--- src/design/isa_pkg.sv ---
package isa_pkg;

	////////////////////////////////////////
	// field widths
	////////////////////////////////////////
	localparam int op_w       = 6;
	localparam int reg_addr_w = 5;
	localparam int shamt_w    = 5;
	localparam int word_w     = 32;
	localparam int imm_w      = 16;

	// general purpose registers, r0 hardwired to zero
	localparam int reg_count  = 32;

	typedef logic [reg_addr_w-1:0] reg_addr_t;
	typedef logic [word_w-1:0]     word_t;
	typedef logic [imm_w-1:0]      imm16_t;

	////////////////////////////////////////
	// opcodes
	////////////////////////////////////////

	// primary opcode, bits 31:26
	typedef enum logic [op_w-1:0] {
		OP_SPECIAL = 6'b000000,
		OP_ADDI    = 6'b001000,
		OP_ADDIU   = 6'b001001,
		OP_SLTI    = 6'b001010,
		OP_SLTIU   = 6'b001011,
		OP_ANDI    = 6'b001100,
		OP_ORI     = 6'b001101,
		OP_XORI    = 6'b001110,
		OP_LUI     = 6'b001111
	} opcode_e;

	// function field of SPECIAL, bits 5:0
	typedef enum logic [op_w-1:0] {
		FN_SLL  = 6'b000000,
		FN_SRL  = 6'b000010,
		FN_SRA  = 6'b000011,
		FN_SLLV = 6'b000100,
		FN_SRLV = 6'b000110,
		FN_SRAV = 6'b000111,
		FN_ADD  = 6'b100000,
		FN_ADDU = 6'b100001,
		FN_SUB  = 6'b100010,
		FN_SUBU = 6'b100011,
		FN_AND  = 6'b100100,
		FN_OR   = 6'b100101,
		FN_XOR  = 6'b100110,
		FN_NOR  = 6'b100111,
		FN_SLT  = 6'b101010,
		FN_SLTU = 6'b101011
	} funct_e;

	// R-type layout; for I-type the low 16 bits are the immediate
	typedef struct packed {
		opcode_e              opcode;
		reg_addr_t            rs;
		reg_addr_t            rt;
		reg_addr_t            rd;
		logic [shamt_w-1:0]   shamt;
		funct_e               funct;
	} inst_t;

endpackage

--- src/design/pipe_pkg.sv ---
package pipe_pkg;

	////////////////////////////////////////
	// ALU control
	////////////////////////////////////////
	typedef enum logic [2:0] {
		SEL_NOP   = 3'b000,
		SEL_LOGIC = 3'b001,
		SEL_SHIFT = 3'b010,
		SEL_ARITH = 3'b100
	} alusel_e;

	typedef enum logic [7:0] {
		ALU_NOP   = 8'h00,
		// logic group
		ALU_ANDI  = 8'h0c,
		ALU_ORI   = 8'h0d,
		ALU_XORI  = 8'h0e,
		ALU_LUI   = 8'h0f,
		ALU_AND   = 8'h24,
		ALU_OR    = 8'h25,
		ALU_XOR   = 8'h26,
		ALU_NOR   = 8'h27,
		// shift group, sll funct is zero so bit 6 keeps it apart from NOP
		ALU_SLL   = 8'h40,
		ALU_SRL   = 8'h02,
		ALU_SRA   = 8'h03,
		ALU_SLLV  = 8'h04,
		ALU_SRLV  = 8'h06,
		ALU_SRAV  = 8'h07,
		// arithmetic group
		ALU_ADDI  = 8'h08,
		ALU_ADDIU = 8'h09,
		ALU_SLTI  = 8'h0a,
		ALU_SLTIU = 8'h0b,
		ALU_ADD   = 8'h20,
		ALU_ADDU  = 8'h21,
		ALU_SUB   = 8'h22,
		ALU_SUBU  = 8'h23,
		ALU_SLT   = 8'h2a,
		ALU_SLTU  = 8'h2b
	} aluop_e;

	////////////////////////////////////////
	// bundles
	////////////////////////////////////////

	// result in flight, also used as the writeback port
	typedef struct packed {
		logic               we;
		isa_pkg::reg_addr_t waddr;
		isa_pkg::word_t     wdata;
	} fwd_t;

	typedef struct packed {
		aluop_e             aluop;
		alusel_e            alusel;
		logic               wreg;
		isa_pkg::reg_addr_t waddr;
		logic               rs_read;
		isa_pkg::reg_addr_t rs_addr;
		logic               rt_read;
		isa_pkg::reg_addr_t rt_addr;
		isa_pkg::word_t     imm;
	} dec_t;

	typedef struct packed {
		logic               valid;
		aluop_e             aluop;
		alusel_e            alusel;
		logic               wreg;
		isa_pkg::reg_addr_t waddr;
		isa_pkg::word_t     op1;
		isa_pkg::word_t     op2;
	} id_ex_t;

endpackage

--- src/design/id_ex_reg.sv ---
`timescale 1ns/1ps

module id_ex_reg (
	input  logic             clk,
	input  logic             reset_n,
	input  logic             stall_i,
	input  logic             inst_valid_i,
	input  pipe_pkg::dec_t   dec_i,
	input  isa_pkg::word_t   op1_i,
	input  isa_pkg::word_t   op2_i,
	output pipe_pkg::id_ex_t id_ex_o
);

	pipe_pkg::id_ex_t next;

	// control only passes with a valid instruction
	always_comb begin
		next       = '0;
		next.valid = inst_valid_i;
		next.op1   = op1_i;
		next.op2   = op2_i;
		if (inst_valid_i) begin
			next.aluop  = dec_i.aluop;
			next.alusel = dec_i.alusel;
			next.wreg   = dec_i.wreg;
			next.waddr  = dec_i.waddr;
		end
	end

	always_ff @(posedge clk) begin
		if (!reset_n) begin
			id_ex_o <= '0;
		end else if (!stall_i) begin
			id_ex_o <= next;
		end
	end

endmodule

--- src/design/id_stage.sv ---
`timescale 1ns/1ps

module id_stage (
	input  logic             clk,
	input  logic             reset_n,
	input  logic             inst_valid_i,
	input  isa_pkg::inst_t   inst_i,
	input  pipe_pkg::fwd_t   ex_fwd_i,
	input  pipe_pkg::fwd_t   mem_fwd_i,
	input  pipe_pkg::fwd_t   wb_i,
	input  logic             stall_i,
	output pipe_pkg::id_ex_t id_ex_o
);

	pipe_pkg::dec_t dec;
	isa_pkg::word_t rs_data;
	isa_pkg::word_t rt_data;
	isa_pkg::word_t op1;
	isa_pkg::word_t op2;

	inst_decoder u_decoder (
		.inst_i (inst_i),
		.dec_o  (dec)
	);

	regfile u_regfile (
		.clk       (clk),
		.reset_n   (reset_n),
		.wb_i      (wb_i),
		.rs_addr_i (dec.rs_addr),
		.rt_addr_i (dec.rt_addr),
		.rs_data_o (rs_data),
		.rt_data_o (rt_data)
	);

	////////////////////////////////////////
	// operands, rs side then rt side
	////////////////////////////////////////
	operand_select u_op1_sel (
		.read_i     (dec.rs_read),
		.addr_i     (dec.rs_addr),
		.reg_data_i (rs_data),
		.imm_i      (dec.imm),
		.ex_fwd_i   (ex_fwd_i),
		.mem_fwd_i  (mem_fwd_i),
		.operand_o  (op1)
	);

	operand_select u_op2_sel (
		.read_i     (dec.rt_read),
		.addr_i     (dec.rt_addr),
		.reg_data_i (rt_data),
		.imm_i      (dec.imm),
		.ex_fwd_i   (ex_fwd_i),
		.mem_fwd_i  (mem_fwd_i),
		.operand_o  (op2)
	);

	id_ex_reg u_id_ex_reg (
		.clk          (clk),
		.reset_n      (reset_n),
		.stall_i      (stall_i),
		.inst_valid_i (inst_valid_i),
		.dec_i        (dec),
		.op1_i        (op1),
		.op2_i        (op2),
		.id_ex_o      (id_ex_o)
	);

endmodule

--- src/design/inst_decoder.sv ---
`timescale 1ns/1ps

module inst_decoder (
	input  isa_pkg::inst_t inst_i,
	output pipe_pkg::dec_t dec_o
);

	// immediate forms write rt and read only rs
	function automatic pipe_pkg::dec_t i_type(
		input isa_pkg::inst_t    inst,
		input pipe_pkg::aluop_e  op,
		input pipe_pkg::alusel_e sel,
		input logic              sext
	);
		pipe_pkg::dec_t  d;
		isa_pkg::imm16_t imm16;
		imm16     = inst[15:0];
		d         = '0;
		d.aluop   = op;
		d.alusel  = sel;
		d.wreg    = 1'b1;
		d.waddr   = inst.rt;
		d.rs_read = 1'b1;
		d.rs_addr = inst.rs;
		d.rt_addr = inst.rt;
		// logic ops zero extend, arithmetic ops sign extend
		d.imm     = {{16{sext & imm16[15]}}, imm16};
		return d;
	endfunction

	// register forms write rd
	function automatic pipe_pkg::dec_t r_type(
		input isa_pkg::inst_t    inst,
		input pipe_pkg::aluop_e  op,
		input pipe_pkg::alusel_e sel,
		input logic              by_shamt
	);
		pipe_pkg::dec_t d;
		d         = '0;
		d.aluop   = op;
		d.alusel  = sel;
		d.wreg    = 1'b1;
		d.waddr   = inst.rd;
		d.rs_read = !by_shamt;
		d.rs_addr = inst.rs;
		d.rt_read = 1'b1;
		d.rt_addr = inst.rt;
		// shift amount goes out as operand 1 in place of rs
		if (by_shamt) begin
			d.imm = {27'd0, inst.shamt};
		end
		return d;
	endfunction

	////////////////////////////////////////
	// opcode decode
	////////////////////////////////////////
	always_comb begin
		dec_o         = '0;
		dec_o.rs_addr = inst_i.rs;
		dec_o.rt_addr = inst_i.rt;
		case (inst_i.opcode)
			isa_pkg::OP_ORI:
				dec_o = i_type(inst_i, pipe_pkg::ALU_ORI, pipe_pkg::SEL_LOGIC, 1'b0);
			isa_pkg::OP_ANDI:
				dec_o = i_type(inst_i, pipe_pkg::ALU_ANDI, pipe_pkg::SEL_LOGIC, 1'b0);
			isa_pkg::OP_XORI:
				dec_o = i_type(inst_i, pipe_pkg::ALU_XORI, pipe_pkg::SEL_LOGIC, 1'b0);
			isa_pkg::OP_LUI:
				dec_o = i_type(inst_i, pipe_pkg::ALU_LUI, pipe_pkg::SEL_LOGIC, 1'b0);
			isa_pkg::OP_ADDI:
				dec_o = i_type(inst_i, pipe_pkg::ALU_ADDI, pipe_pkg::SEL_ARITH, 1'b1);
			isa_pkg::OP_ADDIU:
				dec_o = i_type(inst_i, pipe_pkg::ALU_ADDIU, pipe_pkg::SEL_ARITH, 1'b1);
			isa_pkg::OP_SLTI:
				dec_o = i_type(inst_i, pipe_pkg::ALU_SLTI, pipe_pkg::SEL_ARITH, 1'b1);
			isa_pkg::OP_SLTIU:
				dec_o = i_type(inst_i, pipe_pkg::ALU_SLTIU, pipe_pkg::SEL_ARITH, 1'b1);

			////////////////////////////////////////
			// SPECIAL, selected by funct
			////////////////////////////////////////
			isa_pkg::OP_SPECIAL: begin
				case (inst_i.funct)
					isa_pkg::FN_AND:
						dec_o = r_type(inst_i, pipe_pkg::ALU_AND, pipe_pkg::SEL_LOGIC, 1'b0);
					isa_pkg::FN_OR:
						dec_o = r_type(inst_i, pipe_pkg::ALU_OR, pipe_pkg::SEL_LOGIC, 1'b0);
					isa_pkg::FN_XOR:
						dec_o = r_type(inst_i, pipe_pkg::ALU_XOR, pipe_pkg::SEL_LOGIC, 1'b0);
					isa_pkg::FN_NOR:
						dec_o = r_type(inst_i, pipe_pkg::ALU_NOR, pipe_pkg::SEL_LOGIC, 1'b0);
					isa_pkg::FN_SLL:
						dec_o = r_type(inst_i, pipe_pkg::ALU_SLL, pipe_pkg::SEL_SHIFT, 1'b1);
					isa_pkg::FN_SRL:
						dec_o = r_type(inst_i, pipe_pkg::ALU_SRL, pipe_pkg::SEL_SHIFT, 1'b1);
					isa_pkg::FN_SRA:
						dec_o = r_type(inst_i, pipe_pkg::ALU_SRA, pipe_pkg::SEL_SHIFT, 1'b1);
					isa_pkg::FN_SLLV:
						dec_o = r_type(inst_i, pipe_pkg::ALU_SLLV, pipe_pkg::SEL_SHIFT, 1'b0);
					isa_pkg::FN_SRLV:
						dec_o = r_type(inst_i, pipe_pkg::ALU_SRLV, pipe_pkg::SEL_SHIFT, 1'b0);
					isa_pkg::FN_SRAV:
						dec_o = r_type(inst_i, pipe_pkg::ALU_SRAV, pipe_pkg::SEL_SHIFT, 1'b0);
					isa_pkg::FN_ADD:
						dec_o = r_type(inst_i, pipe_pkg::ALU_ADD, pipe_pkg::SEL_ARITH, 1'b0);
					isa_pkg::FN_ADDU:
						dec_o = r_type(inst_i, pipe_pkg::ALU_ADDU, pipe_pkg::SEL_ARITH, 1'b0);
					isa_pkg::FN_SUB:
						dec_o = r_type(inst_i, pipe_pkg::ALU_SUB, pipe_pkg::SEL_ARITH, 1'b0);
					isa_pkg::FN_SUBU:
						dec_o = r_type(inst_i, pipe_pkg::ALU_SUBU, pipe_pkg::SEL_ARITH, 1'b0);
					isa_pkg::FN_SLT:
						dec_o = r_type(inst_i, pipe_pkg::ALU_SLT, pipe_pkg::SEL_ARITH, 1'b0);
					isa_pkg::FN_SLTU:
						dec_o = r_type(inst_i, pipe_pkg::ALU_SLTU, pipe_pkg::SEL_ARITH, 1'b0);
					default: begin
						// mult, moves and the like fall out as a bubble
					end
				endcase
			end
			default: begin
				// unknown opcode, NOP with no reads and no write
			end
		endcase
	end

endmodule

--- src/design/operand_select.sv ---
`timescale 1ns/1ps

module operand_select (
	input  logic               read_i,
	input  isa_pkg::reg_addr_t addr_i,
	input  isa_pkg::word_t     reg_data_i,
	input  isa_pkg::word_t     imm_i,
	input  pipe_pkg::fwd_t     ex_fwd_i,
	input  pipe_pkg::fwd_t     mem_fwd_i,
	output isa_pkg::word_t     operand_o
);

	logic ex_hit;
	logic mem_hit;

	// a forward only counts if it is about to write this register
	assign ex_hit  = ex_fwd_i.we && (ex_fwd_i.waddr == addr_i);
	assign mem_hit = mem_fwd_i.we && (mem_fwd_i.waddr == addr_i);

	always_comb begin
		if (!read_i) begin
			operand_o = imm_i;
		end else if (ex_hit) begin
			// youngest result wins
			operand_o = ex_fwd_i.wdata;
		end else if (mem_hit) begin
			operand_o = mem_fwd_i.wdata;
		end else begin
			operand_o = reg_data_i;
		end
	end

endmodule

--- src/design/regfile.sv ---
`timescale 1ns/1ps

module regfile (
	input  logic               clk,
	input  logic               reset_n,
	input  pipe_pkg::fwd_t     wb_i,
	input  isa_pkg::reg_addr_t rs_addr_i,
	input  isa_pkg::reg_addr_t rt_addr_i,
	output isa_pkg::word_t     rs_data_o,
	output isa_pkg::word_t     rt_data_o
);

	isa_pkg::word_t regs [isa_pkg::reg_count];

	////////////////////////////////////////
	// write port
	////////////////////////////////////////
	always_ff @(posedge clk) begin
		if (!reset_n) begin
			for (int i = 0; i < isa_pkg::reg_count; i++) begin
				regs[i] <= '0;
			end
		end else if (wb_i.we && (wb_i.waddr != '0)) begin
			regs[wb_i.waddr] <= wb_i.wdata;
		end
	end

	////////////////////////////////////////
	// read ports
	////////////////////////////////////////

	// no bypass here, a same cycle read sees the old word
	assign rs_data_o = (rs_addr_i == '0) ? '0 : regs[rs_addr_i];
	assign rt_data_o = (rt_addr_i == '0) ? '0 : regs[rt_addr_i];

endmodule

--- config.mk ---
export PLATFORM = sky130hd
export DESIGN_NAME = id_stage
export DESIGN_NICKNAME = d
export VERILOG_FILES = /design/src/design/isa_pkg.sv /design/src/design/pipe_pkg.sv /design/src/design/id_ex_reg.sv /design/src/design/id_stage.sv /design/src/design/inst_decoder.sv /design/src/design/operand_select.sv /design/src/design/regfile.sv
export SDC_FILE = /design/constraint.sdc
export NUM_CORES = 2
export LEC_CHECK = 0
export BUFFER_PORTS_ARGS = -buffer_cell sky130_fd_sc_hd__buf_4
export CAP_MARGIN = 10
export CORE_AREA = 5 5 357 359
export DETAILED_ROUTE_END_ITERATION = 8
export DIE_AREA = 0 0 362 364
export GPL_TIMING_DRIVEN = 0
export HOLD_SLACK_MARGIN = 0.02
export PLACE_DENSITY_LB_ADDON = 0.12
export SLEW_MARGIN = 0
export SYNTH_ARGS = -nofsm -noshare
export SYNTH_HDL_FRONTEND = slang
export SYNTH_SLANG_ARGS = --single-unit
--- constraint.sdc ---
create_clock -name clk -period 6.4 [get_ports clk]
set_clock_uncertainty 0.2 [all_clocks]
set_input_delay 0.64 -clock clk [delete_from_list [all_inputs] [get_ports clk]]
set_output_delay 0.64 -clock clk [all_outputs]
set_load 0.01 [all_outputs]
==> flow_metrics.py <==
metrics = {
    "status": {
        "outcome": "finished clean",
    },
    "global_route": {
        "grt_overflow": 0,
        "first_global_vias": 41024,
        "grt_usage_pct": 36.4,
        "antenna_found_initial": 15,
        "grt_start_max_net_pins": 42,
        "grt_pass1_wl_um": 329000,
    },
    "logic_synthesis": {
        "ys_warn_count": 0,
        "ys_ff_latch": 1104,
        "synth_area_mm2": 0.0590,
        "async_reset_ff_share_pct": 0,
        "synthDistinctLibCells": 59,
        "ys_seq_area_share_pct": 54.8,
        "syn_avg_cell_area_um2": 14.6,
        "synth_edf_count": 1024,
        "ys.flop_type": "edfxtp_1",
        "synth_cells": 4034,
    },
    "sta": {
        "layout_min_cycle_time_ps": 4670,
        "maxSlewViolCount": 0,
        "setup_viol": 0,
        "fin_tns_setup_ps": 0,
        "grt_setup_unrepaired": "false",
        "min_period_over_period_pct": 73.0,
        "tightest_slew_ps": 1410,
        "slew_headroom_pct": 5.68,
        "fmax_mhz": 214,
        "finalHoldViolCount": 0,
        "setup_ws_ps": 1730,
    },
    "die": {
        "io-pin-count": 232,
        "rows": 129,
        "die_w_um": 362,
        "die_area_mm2": 0.132,
        "core-area_mm2": 0.123,
        "die_h_um": 364,
        "start_util_pct": 47.8,
    },
    "final_layout": {
        "drive_above_1_share_pct": 24.5,
        "final_area_mm2": 0.0684,
        "nets": 4651,
        "mostFrequentLayoutCells": "edfxtp_1, and2_1, mux4_2, clkbuf_1, buf_4",
        "fillers": 10052,
        "final_common_cell": "edfxtp_1",
        "area_growth_pct": 15.9,
        "final_cells": 6243,
    },
    "routing": {
        "vias_per_cell": 6.67,
        "drt-initial-drc-count": 6400,
        "wl_um": 243000,
        "firstDrtPassIters": 7,
        "wl_per_cell_um": 39.0,
        "ant_nets": 0,
        "vias": 41659,
        "drc": 0,
    },
    "worst_setup_path": {
        "end_kind": "flop",
        "cp_common_cell": "clkbuf_1",
        "path_class": "in2reg",
        "max_stage_delay_ps": 1110,
        "crit_required_ps": 6880,
        "slowest_stage": "a211oi_1",
        "crit_path_start_kind": "input pin",
        "cp_cell_sequence": "clkbuf_1 -> buf_2 -> clkbuf_1 -> clkbuf_1 -> a211oi_1 -> a211oi_1 -> o311a_1",
        "critPathMaxFanout": 10,
        "arrival_ps": 5150,
        "cp_top_family": "buffers and inverters",
        "critPathBufInv": 4,
    },
    "power": {
        "irDropWorstVdd_uv": 252,
        "leakagePower_nw": 23.7,
        "p_per_area_mw_per_mm2": 265,
    },
    "clock_tree": {
        "clk_latency_ps": 760,
        "cts_setup_buffers": 0,
        "cts_hold_buf": 39,
        "cts_sinks": 1104,
        "cts_tree": "built",
        "clkTransAtPathRegs_ps": 60,
        "cts_buffers": 131,
        "cts_buffer_depth": 3,
        "h-tree-depth": 4,
        "cts_resized": 0,
        "root_buffer": "clkbuf_16",
    },
    "place": {
        "dp_slack_ps": 1310,
        "dpl_cell_area_mm2": 0.0639,
        "dp_cells": 5961,
        "place.gp.congestion": 1.04,
        "dp_hpwl_um": 181000,
        "port_buffers": 220,
    },
    "hold_path": {
        "hp-class": "in2reg",
    },
    "job": {
        "cap_viol_max_count": 0,
    },
}
## per-layer routing
layer  vias to the layer above  part of all wire (%)  routed length, µm  global-route usage (%)
met5                         -                 0.025                 60                       0
met4                        10                   7.2              17500                    21.6
met3                       653                    12              28300                    10.1
met2                      3016                    45             108000                    55.4
met1                     21505                    37              89100                    47.3
li1                      16475                     -                  -                       -
## tightest hold or removal path, stage by stage
cell	delay, ps
buf_4	140
nand2_1	60
a41oi_1	100
## state kept, by name (all words and copies together), names as in the netlist
register             count
u_id_ex_reg.id_ex_o     80
u_regfile.regs        1024
## kinds of logic after synthesis
| group | Yosys count | share of synthesized area, % |
|---|---|---|
| buffers and inverters | 434 | 3.11 |
| other | 1 | 0.00635 |
| DFF | 1104 | 54.8 |
| xor gates and xnor gates | 20 | 0.297 |
| and+or+nand+nor | 1316 | 13.2 |
| AOI/OAI and AO/OA | 486 | 5.59 |
| muxes | 673 | 23.0 |
## cell type report
cell class                      instances  area, µm²  area share (%)
Clock inverter                         53        363           0.530
Timing Repair Buffer                  301       2880            4.21
Tap cell                             1637       2050            2.99
Buffer                                428       1820            2.65
Sequential cell                      1104      32400            47.3
Inverter                                6       22.5          0.0329
Clock buffer                          178       3630            5.31
Antenna cell                            7       17.5          0.0256
Multi-Input combinational cell       2529      25300            37.0
## synth_stat cells, types with 9 or more instances
master / instances / area share (%)
a211oi_1: 82 / 1.0
a21o_1: 35 / 0.45
a21oi_1: 66 / 0.56
a22oi_1: 30 / 0.38
a2bb2oi_1: 9 / 0.13
a31oi_1: 11 / 0.12
a41oi_1: 13 / 0.19
and2_1: 1019 / 11
buf_1: 30 / 0.19
buf_2: 64 / 0.54
buf_4: 19 / 0.24
clkbuf_1: 308 / 2.0
dfxtp_1: 80 / 2.7
edfxtp_1: 1024 / 52
mux2i_1: 127 / 2.2
mux4_2: 546 / 21
nand2_1: 102 / 0.65
nand2b_1: 13 / 0.14
nand3_1: 31 / 0.26
nor2_1: 73 / 0.46
nor2b_1: 39 / 0.41
o211ai_1: 11 / 0.14
o211ai_2: 10 / 0.21
o21a_1: 17 / 0.22
o21ai_0: 106 / 0.90
o221ai_1: 16 / 0.24
o22ai_1: 48 / 0.51
o311a_1: 12 / 0.20
xnor2_1: 15 / 0.22
## path summary, 6_finish.rpt
path                                start                      end  slack (ps)  cells past startpoint
hold reg to reg   u_id_ex_reg.id_ex_o[78]  u_id_ex_reg.id_ex_o[78]         270                      2
hold / removal               mem_fwd_i[4]   u_id_ex_reg.id_ex_o[4]          50                      3
setup reg to reg   u_regfile.regs[23][13]  u_id_ex_reg.id_ex_o[13]        3620                      4
setup / recovery               inst_i[23]  u_id_ex_reg.id_ex_o[43]        1730                      7
## per-stage QoR
step                total power [W]  hold WS (ps)  util [%]
global route                 0.0185          44.9      55.4
global placement             0.0109           249      50.9
floorplan                   0.00984           286         -
detailed placement           0.0110           255      51.8
CTS                          0.0180          20.1      55.3
finish                       0.0181          49.2      55.4
## where the power goes
group          internal (W)  switching [W]  total (W)
clock               0.00412        0.00307    0.00719
sequential          0.00826       0.000197    0.00846
combinational      0.000977        0.00149    0.00247
total                0.0134        0.00476     0.0181
No activity file was read; power rests on OpenSTA's default activity.
